## src/ahbPkg.sv

```systemverilog
`default_nettype none

package ahbPkg;

  // Bus widths
  localparam int dataWidth = 32;
  localparam int addrWidth = 32;

  // HSIZE encodings, only single-beat sizes up to a word
  typedef enum logic [2:0] {
    sizeByte = 3'b000,
    sizeHalf = 3'b001,
    sizeWord = 3'b010
  } hSizeT;

  // Address bit that selects the interrupt controller over memory
  localparam int intCtrlSel = 31;

  // Interrupt controller register offsets
  localparam logic [3:0] regPending = 4'h0;
  localparam logic [3:0] regEnable  = 4'h4;
  localparam logic [3:0] regFiqSel  = 4'h8;

  // Interrupt sources
  localparam int numIrq = 8;

endpackage

`default_nettype wire

```

## src/ahbArbiter3Way.sv

```systemverilog
`timescale 1ns/1ps
`default_nettype none

module ahbArbiter3Way (
  input  wire logic                           clk,
  input  wire logic                           rstN,
  input  wire logic                           HRequestM,
  input  wire logic                           HRequestF,
  input  wire logic                           HRequestT,
  input  wire logic [ahbPkg::addrWidth-1:0]   HAddrM,
  input  wire logic [ahbPkg::addrWidth-1:0]   HAddrF,
  input  wire logic [ahbPkg::addrWidth-1:0]   HAddrT,
  input  wire logic                           HWriteM,
  input  wire ahbPkg::hSizeT                  HSizeM,
  input  wire logic [ahbPkg::dataWidth-1:0]   HWDataM,
  input  wire logic                           HReady,
  output logic                                HReadyM,
  output logic                                HReadyF,
  output logic                                HReadyT,
  output logic                                HRequest,
  output logic [ahbPkg::addrWidth-1:0]        HAddr,
  output logic                                HWrite,
  output ahbPkg::hSizeT                       HSize,
  output logic [ahbPkg::dataWidth-1:0]        HWData
);

  logic grantM;
  logic grantF;
  logic grantT;

  // One-hot owner of the data phase, bit 0 is M, 1 is F, 2 is T
  logic [2:0] ownerQ;

  // Fixed priority M > F > T
  assign grantM = HRequestM;
  assign grantF = HRequestF & ~HRequestM;
  assign grantT = HRequestT & ~HRequestM & ~HRequestF;

  assign HRequest = HRequestM | HRequestF | HRequestT;

  // Address phase mux
  always_comb
  begin
    if (grantM)
    begin
      HAddr  = HAddrM;
      HWrite = HWriteM;
      HSize  = HSizeM;
    end
    else if (grantF)
    begin
      HAddr  = HAddrF;
      HWrite = 1'b0;
      HSize  = ahbPkg::sizeWord;
    end
    else
    begin
      // T, or idle bus when nobody asks
      HAddr  = grantT ? HAddrT : '0;
      HWrite = 1'b0;
      HSize  = ahbPkg::sizeWord;
    end
  end

  always_ff @(posedge clk or negedge rstN)
  begin
    if (!rstN)
      ownerQ <= 3'b000;
    else
      ownerQ <= {grantT, grantF, grantM};
  end

  // Only the data-phase owner sees ready
  assign HReadyM = HReady & ownerQ[0];
  assign HReadyF = HReady & ownerQ[1];
  assign HReadyT = HReady & ownerQ[2];

  // Only M writes, data arrives in its data phase
  assign HWData = ownerQ[0] ? HWDataM : '0;

endmodule

`default_nettype wire

```

## config.mk

```make
export PLATFORM = sky130hd
export DESIGN_NAME = ahbArbiter3Way
export DESIGN_NICKNAME = d
export VERILOG_FILES = /design/src/ahbPkg.sv /design/src/ahbArbiter3Way.sv
export SDC_FILE = /design/constraint.sdc
export NUM_CORES = 1
export LEC_CHECK = 0
export ABC_AREA = 1
export BUFFER_PORTS_ARGS = -buffer_cell sky130_fd_sc_hd__buf_2
export CAP_MARGIN = 40
export CORE_AREA = 2 2 81 83
export CTS_BUF_LIST = sky130_fd_sc_hd__clkbuf_8 sky130_fd_sc_hd__clkbuf_16
export DETAILED_ROUTE_END_ITERATION = 10
export DIE_AREA = 0 0 83 85
export SKIP_LAST_GASP = 1
export SYNTH_ARGS = -nofsm -noshare
export SYNTH_HDL_FRONTEND = slang
export SYNTH_SLANG_ARGS = --single-unit
```

## constraint.sdc

```tcl
create_clock -name clk -period 1.25 [get_ports clk]
set_input_delay 0.25 -clock clk [delete_from_list [all_inputs] [get_ports clk]]
set_output_delay 0.25 -clock clk [all_outputs]
set_load 0.01 [all_outputs]
```

### Word-level counts from Yosys, hierarchy flattened

Cells that the tools add are included.

* input port bits: 138
* register bits: 3
* logic and storage cells: 17
* output and inout port bits: 72

* multiplexer cells: 6
* bitwise operators: 10

Operators with widths (number)
* $mux W32: 4
* $and A1 B1 Y1: 6
* $mux W3: 1
* $not A1 Y1: 2
* $or A1 B1 Y1: 2
* $mux W1: 1

### Logic depth before layout (Yosys ltp)

Gate-level depths: netlist of the first run.

* word-level depth: 6
* gate-level depth with buffers: 5
* depth with buffers taken out: 3

### Worst setup path before layout of the first run

Ideal clock, no wire load.

* kind: input to output
* start: in HRequestF
* end: out HAddr[22] (netlist name)
* path buffers: 2
* cell stages on the path: 5
* required time: 1.000 ns
* data arrival time: 0.841 ns
* path slack: 0.159 ns
* cells stage by stage: buf_6 -> nor2_4 -> buf_6 -> nand3_1 -> nand3_1

* word-level cells in the longest chain between the ends: 5
* elaborated cells on any way between the ends: 6
* classes of those cells: 3 x mux; 3 x bitwise

RTL lines
* from (decl): RTL line ahbArbiter3Way.sv:8 `input wire logic HRequestF,`
* $not A1 Y1: RTL line ahbArbiter3Way.sv:37 `assign grantT = HRequestT & ~HRequestM & ~HRequestF;`
* $and A1 B1 Y1: RTL line ahbArbiter3Way.sv:37
* $mux W32: RTL line ahbArbiter3Way.sv:59 `HAddr = grantT ? HAddrT : '0;`
* $mux W32 (*): RTL line ahbArbiter3Way.sv:50 `else if (grantF)`
* $mux W32 (*): RTL line ahbArbiter3Way.sv:44 `if (grantM)`
* to (decl): RTL line ahbArbiter3Way.sv:21 `output logic [ahbPkg::addrWidth-1:0] HAddr,`

Every way passes the cells marked *; elsewhere a longest branch is shown, timed or not.

### Worst setup path in the final report of the first run

* start: reg ownerQ[0]
* end: out HWData[6] (netlist name)

* word-level cells in the longest chain between the ends: 1

RTL lines
* from (decl): RTL line ahbArbiter3Way.sv:32 `logic [2:0] ownerQ;`
* from (signal assigned): RTL line ahbArbiter3Way.sv:70 `ownerQ <= {grantT, grantF, grantM};`
* $mux W32: RTL line ahbArbiter3Way.sv:79 `assign HWData = ownerQ[0] ? HWDataM : '0;`
* to (decl): RTL line ahbArbiter3Way.sv:24 `output logic [ahbPkg::dataWidth-1:0] HWData`

Every way passes these cells.

==> impl_metrics.py, run 1 <==
metrics = {
    "grt": {
        "grt_pass1_vias": 2099,
        "grt_pass1_wl_um": 8870,
        "antenna_found_initial": 0,
        "overflow": 0,
        "grt_use_total": 0.147,
        "grt_max_degree": 34,
    },
    "worst_setup_path": {
        "critical-path-top-delay-family": "flip-flops",
        "cp_num_buf_inv": 3,
        "crit_chain": "buf_12 > nand2_1 > inv_1 > buf_2",
        "crit_fanout": 33,
        "arrival_ns": 1.01,
        "end_kind": "output port",
        "cpPeakStageDelay_ns": 0.36,
        "path_class": "flip-flop to output port",
        "start_kind": "flip-flop",
        "cp_slowest_cell": "dfrtp_1",
        "required_ns": 1.00,
    },
    "drt": {
        "drc": 0,
        "num_vias": 2283,
        "post_drt_wl_per_cell_um": 10.7,
        "dr.pass1.iters": 4,
        "routed_wl_um": 5550,
        "drtAntennaViolNets": 0,
        "viasPerCell": 4.42,
        "drt_iter0_markers": 34,
    },
    "logic_synthesis": {
        "yosysTopAreaCellShare": 0.419,
        "ys_ff_latch": 3,
        "syn_nets": 375,
        "syn_area_sq_mm": 0.00115,
        "yosys-top-cells-area": "nand3_1, nand2_1, inv_1",
        "ys_warn_count": 0,
        "syn_avg_cell_area_sq_um": 4.84,
        "ys_seq_area_frac": 0.0655,
        "synth_cell_types": 13,
        "synth_top_area_cell": "nand3_1",
        "synthCells": 237,
    },
    "cts": {
        "cts_buffer_depth": 2,
        "cts_root_buf": "clkbuf_8",
        "cts_tree": "yes",
        "post_cts_buffers": 0,
        "clkTransAtPathRegs_ns": 0.03,
        "numCtsBuffers": 3,
        "cts_sinks": 3,
        "htree_num_levels": 1,
    },
    "placement": {
        "hpwl_um": 4590,
        "place_inst": 512,
        "portBuffers": 209,
        "routabilityCongestion": 0.783,
    },
    "sta": {
        "rsz0062_at_grt": "true",
        "period_needed_ns": 1.26,
        "hold_violations": 0,
        "timing.final.crit_share": 1.01,
        "setup_ws_ns": -0.00915,
        "tns_ns": -0.0135,
        "fmax_mhz": 794,
        "slew_violations": 0,
        "maxSlewHeadroom": 0.860,
        "finalSetupViolCount": 4,
        "worst_pin_slew_ns": 0.209,
    },
    "finish": {
        "layout_common_cells": "buf_2, nand3_1, nand2_1",
        "reg_top3": "ownerQ: 3 flops",
        "drive_above_1_share": 0.518,
        "instances_no_fill": 517,
        "final_nets": 579,
        "area_delta_synth_final_pct": 104,
        "post-route-util": 0.377,
        "largest_reg_flops": 3,
        "layout_commonest_cell": "buf_2",
        "largest_register": "ownerQ",
        "nFillCells": 703,
        "antenna_cells": 0,
    },
    "min_path": {
        "hold_class": "input pin to asynchronous set/reset pin",
    },
    "power": {
        "vdd_drop_max_v": 0.000245,
        "leakagePower_uw": 0.00167,
        "cellPowerDensity_mw_per_mm2": 487,
    },
    "outcome": {
        "violations": "setup timing",
        "status": "complete, but fails checks",
    },
    "job": {
        "cap_viol_max_count": 0,
    },
    "die": {
        "boundaryPins": 210,
        "rows": 29,
        "dieWidth_um": 83,
        "start_util": 0.185,
        "dieArea_sq_mm": 0.00706,
        "die_y_um": 85,
        "core_area_sq_mm": 0.00620,
    },
}
-- through the flow --
stage	total power [uW]	area, sq um	worst slack (ns)	hold WS [ns]
after floorplan	454	1150	0.159	-0.0456
after global placement	866	2280	-0.00477	0.0487
final	1140	2340	-0.00915	0.368
after detailed placement	870	2280	-0.0151	0.0502
after CTS	1160	2340	-0.0295	0.367
after global routing	1240	2340	-0.0957	0.380
-- area by class of cell --
cell class                 instances  area, sq um  area share
tap                               77         96.3      0.0412
multi-input combinational        171          773       0.330
inverter                          41          154      0.0658
clock buffer                       3         41.3      0.0176
sequential                         3         75.1      0.0321
clock inverter                     1         3.75     0.00160
timing repair buffer             221         1200       0.511
-- worst paths after layout --
| kind | start | endpoint | slack [ns] | cells after the start |
|---|---|---|---|---|
| max in group asynchronous | rstN | ownerQ[2] | 0.78 | 2 |
| min in group clk | HRequestM | ownerQ[0] | 0.44 | 2 |
| setup / recovery | ownerQ[0] | HWData[6] | -0.009 | 4 |
| hold / removal | rstN | ownerQ[0] | 0.37 | 2 |
-- power by group --
group	internal, uW	leakage (uW)	switching [uW]
registers	102	0.0000380	1.94
logic	378	0.00161	383
clock network	209	0.0000269	64.8
total	690	0.00167	450
-- cell families after synthesis --
family | after synthesis | share of synthesized area
DFF | 3 | 0.0655
buffers and inverters | 63 | 0.260
and+or+nand+nor | 171 | 0.675
-- synth_stat cells --
cell and instances:
buf_6 4, nand3_1 96, nor2_4 1, nand2_1 71
buf_2 13, nor2_1 1, nor3_1 1, clkbuf_1 1
or2_1 1, inv_1 37, inv_2 4, dfrtp_1 3
buf_4 4
-- layer usage --
layer | global-route usage | vias up | routed length (um)
met5 | 0 | - | 0
met4 | 0.0373 | 0 | 27
met3 | 0.0282 | 2 | 527
met2 | 0.305 | 132 | 3000
met1 | 0.147 | 997 | 2000
li1 | - | 1152 | -
-- timing repair --
item,4_1_cts,5_1_grt
resized for setup,1,1
hold buffers,1,0
setup endpoints to repair,43,65
endpoints found under the hold margin,3,0
(Power assumes the default switching activity.)
==> inputs of run 2 (changes only) <==
- PLACE_DENSITY: not set -> 0.71
==> run 2 against run 1 <==
Compared with the run above: the run still ends with setup timing left; critical path depth grew 2; critical endpoint is now HAddr[31]; power grew 0.85%; highest routed layer unchanged; non-clock buffer count grew 1; sequential power is essentially flat; core utilization grew 0.30 points; combinational power grew 1%; die area is the same.
==> impl_metrics.py, run 2 (synthesized netlist as in run 1, its figures left out) <==
metrics = {
    "min_path": {
        "hold_class": "input pin to flip-flop",
    },
    "placement": {
        "hpwl_um": 4720,
        "place_ws_ns": -0.138,
        "routabilityCongestion": 0.762,
        "place_inst": 511,
        "portBuffers": 209,
    },
    "finish": {
        "largest_reg_flops": 3,
        "reg_top3": "ownerQ: 3 flops",
        "largest_register": "ownerQ",
        "drive_above_1_share": 0.522,
        "area_delta_synth_final_pct": 106,
        "post-route-util": 0.380,
        "layout_common_cells": "buf_2, nand3_1, nand2_1",
        "instances_no_fill": 518,
        "layout_commonest_cell": "buf_2",
        "nFillCells": 683,
        "final_nets": 580,
        "antenna_cells": 0,
    },
    "grt": {
        "grt_pass1_wl_um": 8870,
        "antenna_found_initial": 0,
        "grt_max_degree": 34,
        "overflow": 0,
        "grt_use_total": 0.146,
        "grt_pass1_vias": 2047,
    },
    "sta": {
        "period_needed_ns": 1.29,
        "slew_violations": 0,
        "hold_violations": 0,
        "setup_ws_ns": -0.0411,
        "worst_pin_slew_ns": 0.336,
        "rsz0062_at_grt": "true",
        "fmax_mhz": 775,
        "timing.final.crit_share": 1.03,
        "maxSlewHeadroom": 0.776,
        "finalSetupViolCount": 18,
    },
    "drt": {
        "routed_wl_um": 5690,
        "drtAntennaViolNets": 0,
        "drc": 0,
        "viasPerCell": 4.33,
        "dr.pass1.iters": 4,
        "drt_iter0_markers": 55,
        "num_vias": 2243,
        "post_drt_wl_per_cell_um": 11.0,
    },
    "worst_setup_path": {
        "required_ns": 1.00,
        "start_kind": "input pin",
        "path_class": "input pin to output port",
        "end_kind": "output port",
        "arrival_ns": 1.04,
        "crit_fanout": 22,
    },
    "cts": {
        "htree_num_levels": 1,
        "clkTransAtPathRegs_ns": 0.03,
        "numCtsBuffers": 3,
        "cts_sinks": 3,
        "cts_buffer_depth": 2,
        "cts_root_buf": "clkbuf_8",
        "cts_tree": "yes",
    },
    "outcome": {
        "violations": "setup timing",
        "status": "complete, but fails checks",
    },
    "die": {
        "rows": 29,
        "dieArea_sq_mm": 0.00706,
        "core_area_sq_mm": 0.00620,
        "die_y_um": 85,
        "start_util": 0.185,
        "dieWidth_um": 83,
        "boundaryPins": 210,
    },
    "job": {
        "cap_viol_max_count": 0,
    },
    "power": {
        "vdd_drop_max_v": 0.000341,
        "totalPowerFinal_uw": 1150,
        "cellPowerDensity_mw_per_mm2": 487,
        "leakagePower_uw": 0.00168,
    },
}
==> run 2: critical path, stage by stage <==
cell and delay [ns]:
buf_6 0.10, nor2_4 0.17, buf_12 0.17, nand3_1 0.07, nand3_1 0.12, buf_2 0.14
==> run 2: path summary, 6_finish.rpt <==
check,startpoint,depth (start not counted),end
max,HRequestF,6,HAddr[31]
min,HRequestM,2,ownerQ[0]
max in group asynchronous,rstN,2,ownerQ[2]
min in group asynchronous,rstN,2,ownerQ[1]
==> run 2: layout make-up <==
type | count | area (sq um) | area share
clock buffer | 3 | 41.3 | 0.0175
sequential | 3 | 75.1 | 0.0318
timing repair buffer | 222 | 1210 | 0.513
tap | 77 | 96.3 | 0.0408
inverter | 41 | 154 | 0.0653
clock inverter | 1 | 3.75 | 0.00159
multi-input combinational | 171 | 778 | 0.330
==> run 2: repair_timing <==
item / 4_1_cts / 5_1_grt
cloned: 0 / 1
pin swaps: 0 / 1
hold buffers: 1 / 0
setup endpoints to repair: 63 / 65
endpoints found under the hold margin: 3 / 0
resized for setup: 3 / 7
setup buffers: 0 / 1
==> run 2: metrics by stage <==
step / setup TNS, ns / hold WS, ns / area (sq um)
after floorplan: 0 / -0.0456 / 1150
after global placement: -2.37 / 0.0494 / 2260
after detailed placement: -2.77 / 0.0519 / 2260
after CTS: -0.518 / 0.364 / 2320
after global routing: -3.61 / 0.327 / 2360
final: -0.167 / 0.319 / 2360
==> run 2: layer usage <==
layer | wire length (um) | part of all wire | global-route usage | vias to the layer above
li1 | - | - | - | 1154
met2 | 3030 | 0.53 | 0.295 | 140
met5 | 0 | 0 | 0 | -
met1 | 2070 | 0.36 | 0.156 | 945
met4 | 28 | 0.0049 | 0.0224 | 0
met3 | 564 | 0.099 | 0.0350 | 4
==> run 2: report_power, final <==
group	switching, uW	internal, uW	total, uW
combinational	390	382	772
sequential	2.07	102	104
clock	63.8	209	273
==> inputs of run 3 (changes only) <==
- clock period: 1.25 -> 1.7 ns (I/O delays scaled with it)
==> run 3 against run 2 <==
Compared with the run above: the flow now finishes without violations; critical path depth down 1; via count is 2.2% higher; global-route usage grew 0.49 points; final cell count down 0.39%; clock power fell by 27%; combinational power shrank 28%; design area decreased by 2.0%; sequential share of layout area up 0.064 points; largest cell class unchanged; largest power group unchanged.
==> impl_metrics.py, run 3 (synthesized netlist as in run 1, its figures left out) <==
metrics = {
    "worst_setup_path": {
        "start_kind": "input pin",
        "crit_fanout": 27,
        "critPathLaunch": "HRequestM",
        "end_kind": "output port",
        "path_class": "input pin to output port",
        "required_ns": 1.36,
        "cp-endpoint": "HAddr[17]",
        "arrival_ns": 1.14,
    },
    "cts": {
        "cts_sinks": 3,
        "clkTransAtPathRegs_ns": 0.03,
        "post_cts_buffers": 0,
        "cts_buffer_depth": 2,
        "htree_num_levels": 1,
        "numCtsBuffers": 3,
        "cts_root_buf": "clkbuf_8",
        "cts_tree": "yes",
    },
    "finish": {
        "layout_commonest_cell": "buf_2",
        "final_nets": 578,
        "drive_above_1_share": 0.517,
        "largest_register": "ownerQ",
        "layout_common_cells": "buf_2, nand3_1, nand2_1",
        "post-route-util": 0.373,
        "reg_top3": "ownerQ: 3 flops",
        "largest_reg_flops": 3,
        "antenna_cells": 0,
        "instances_no_fill": 516,
        "fin_area_sq_mm": 0.00231,
        "area_delta_synth_final_pct": 102,
    },
    "sta": {
        "slew_violations": 0,
        "timing.final.crit_share": 0.873,
        "maxSlewHeadroom": 0.807,
        "worst_pin_slew_ns": 0.289,
        "period_needed_ns": 1.48,
        "rsz0062_at_grt": "false",
        "finalSetupViolCount": 0,
        "fmax_mhz": 674,
        "tns_ns": 0,
        "hold_violations": 0,
    },
    "placement": {
        "placed_area_sq_mm": 0.00226,
        "portBuffers": 209,
        "routabilityCongestion": 0.840,
        "hpwl_um": 4990,
        "place_inst": 511,
    },
    "grt": {
        "grt_pass1_wl_um": 9140,
        "grt_pass1_vias": 2072,
        "antenna_found_initial": 0,
        "grt_use_total": 0.151,
        "grt_max_degree": 34,
        "overflow": 0,
    },
    "min_path": {
        "hold_class": "input pin to asynchronous set/reset pin",
    },
    "drt": {
        "viasPerCell": 4.44,
        "routed_wl_um": 5780,
        "num_vias": 2293,
        "drt_iter0_markers": 75,
        "drtAntennaViolNets": 0,
        "drc": 0,
        "dr.pass1.iters": 5,
        "post_drt_wl_per_cell_um": 11.2,
    },
    "die": {
        "dieArea_sq_mm": 0.00706,
        "boundaryPins": 210,
        "die_y_um": 85,
        "core_area_sq_mm": 0.00620,
        "rows": 29,
        "dieWidth_um": 83,
        "start_util": 0.185,
    },
    "power": {
        "vdd_drop_max_v": 0.000166,
        "cellPowerDensity_mw_per_mm2": 361,
        "leakagePower_uw": 0.00166,
    },
    "outcome": {
        "status": "finished, final reports clean",
    },
    "job": {
        "cap_viol_max_count": 0,
    },
}
==> run 3: cell count changes in the layout (fill, tap and decap cells not counted) <==
cell	change
buf_2	+3
buf_6	-5
nand3_2	-1
nand3_1	+1
==> run 3: final cells by class <==
type | instances | area [sq um]
clock buffer | 3 | 41.3
clock inverter | 1 | 3.75
fill | 692 | 3890
inverter | 41 | 154
multi-input combinational | 171 | 773
sequential | 3 | 75.1
tap | 77 | 96.3
timing repair buffer | 220 | 1170
==> run 3: worst max-delay path, cell delays in order <==
cell and delay (ns):
buf_2 0.16, buf_4 0.30, nand2_1 0.09, nand3_1 0.11, buf_2 0.13
==> run 3: through the flow <==
| stage | total power [uW] | hold WS (ns) | setup WS [ns] |
|---|---|---|---|
| 6_report | 834 | 0.457 | 0.216 |
| 4_1_cts | 849 | 0.458 | 0.221 |
| 5_1_grt | 910 | 0.470 | 0.133 |
| 3_5_place_dp | 639 | 0.140 | 0.225 |
| 2_1_floorplan | 334 | 0.0444 | 0.429 |
| 3_3_place_gp | 638 | 0.138 | 0.233 |
==> run 3: what timing repair did <==
item	CTS	global route
gates resized for setup	0	0
endpoints found under the hold margin	3	0
hold buffers	1	0
==> run 3: power by group <==
group	internal, uW	switching, uW
registers	75.2	1.15
clock network	154	45.7
logic	272	287
total	501	333
==> run 3: worst min-delay path by stage <==
stage | from | endpoint | depth (start not counted)
after floorplan | rstN | ownerQ[0] | 0
final | rstN | ownerQ[2] | 2
after CTS | rstN | ownerQ[2] | 2
after detailed placement | rstN | ownerQ[2] | 1
after global placement | rstN | ownerQ[2] | 1
after global routing | rstN | ownerQ[2] | 2
==> run 3: layer usage <==
layer,GRT usage,up-vias,routed length (um)
li1,-,1149,-
met1,0.157,985,2030
met2,0.302,153,3060
met3,0.0379,6,645
met4,0.0343,0,46
met5,0,-,0
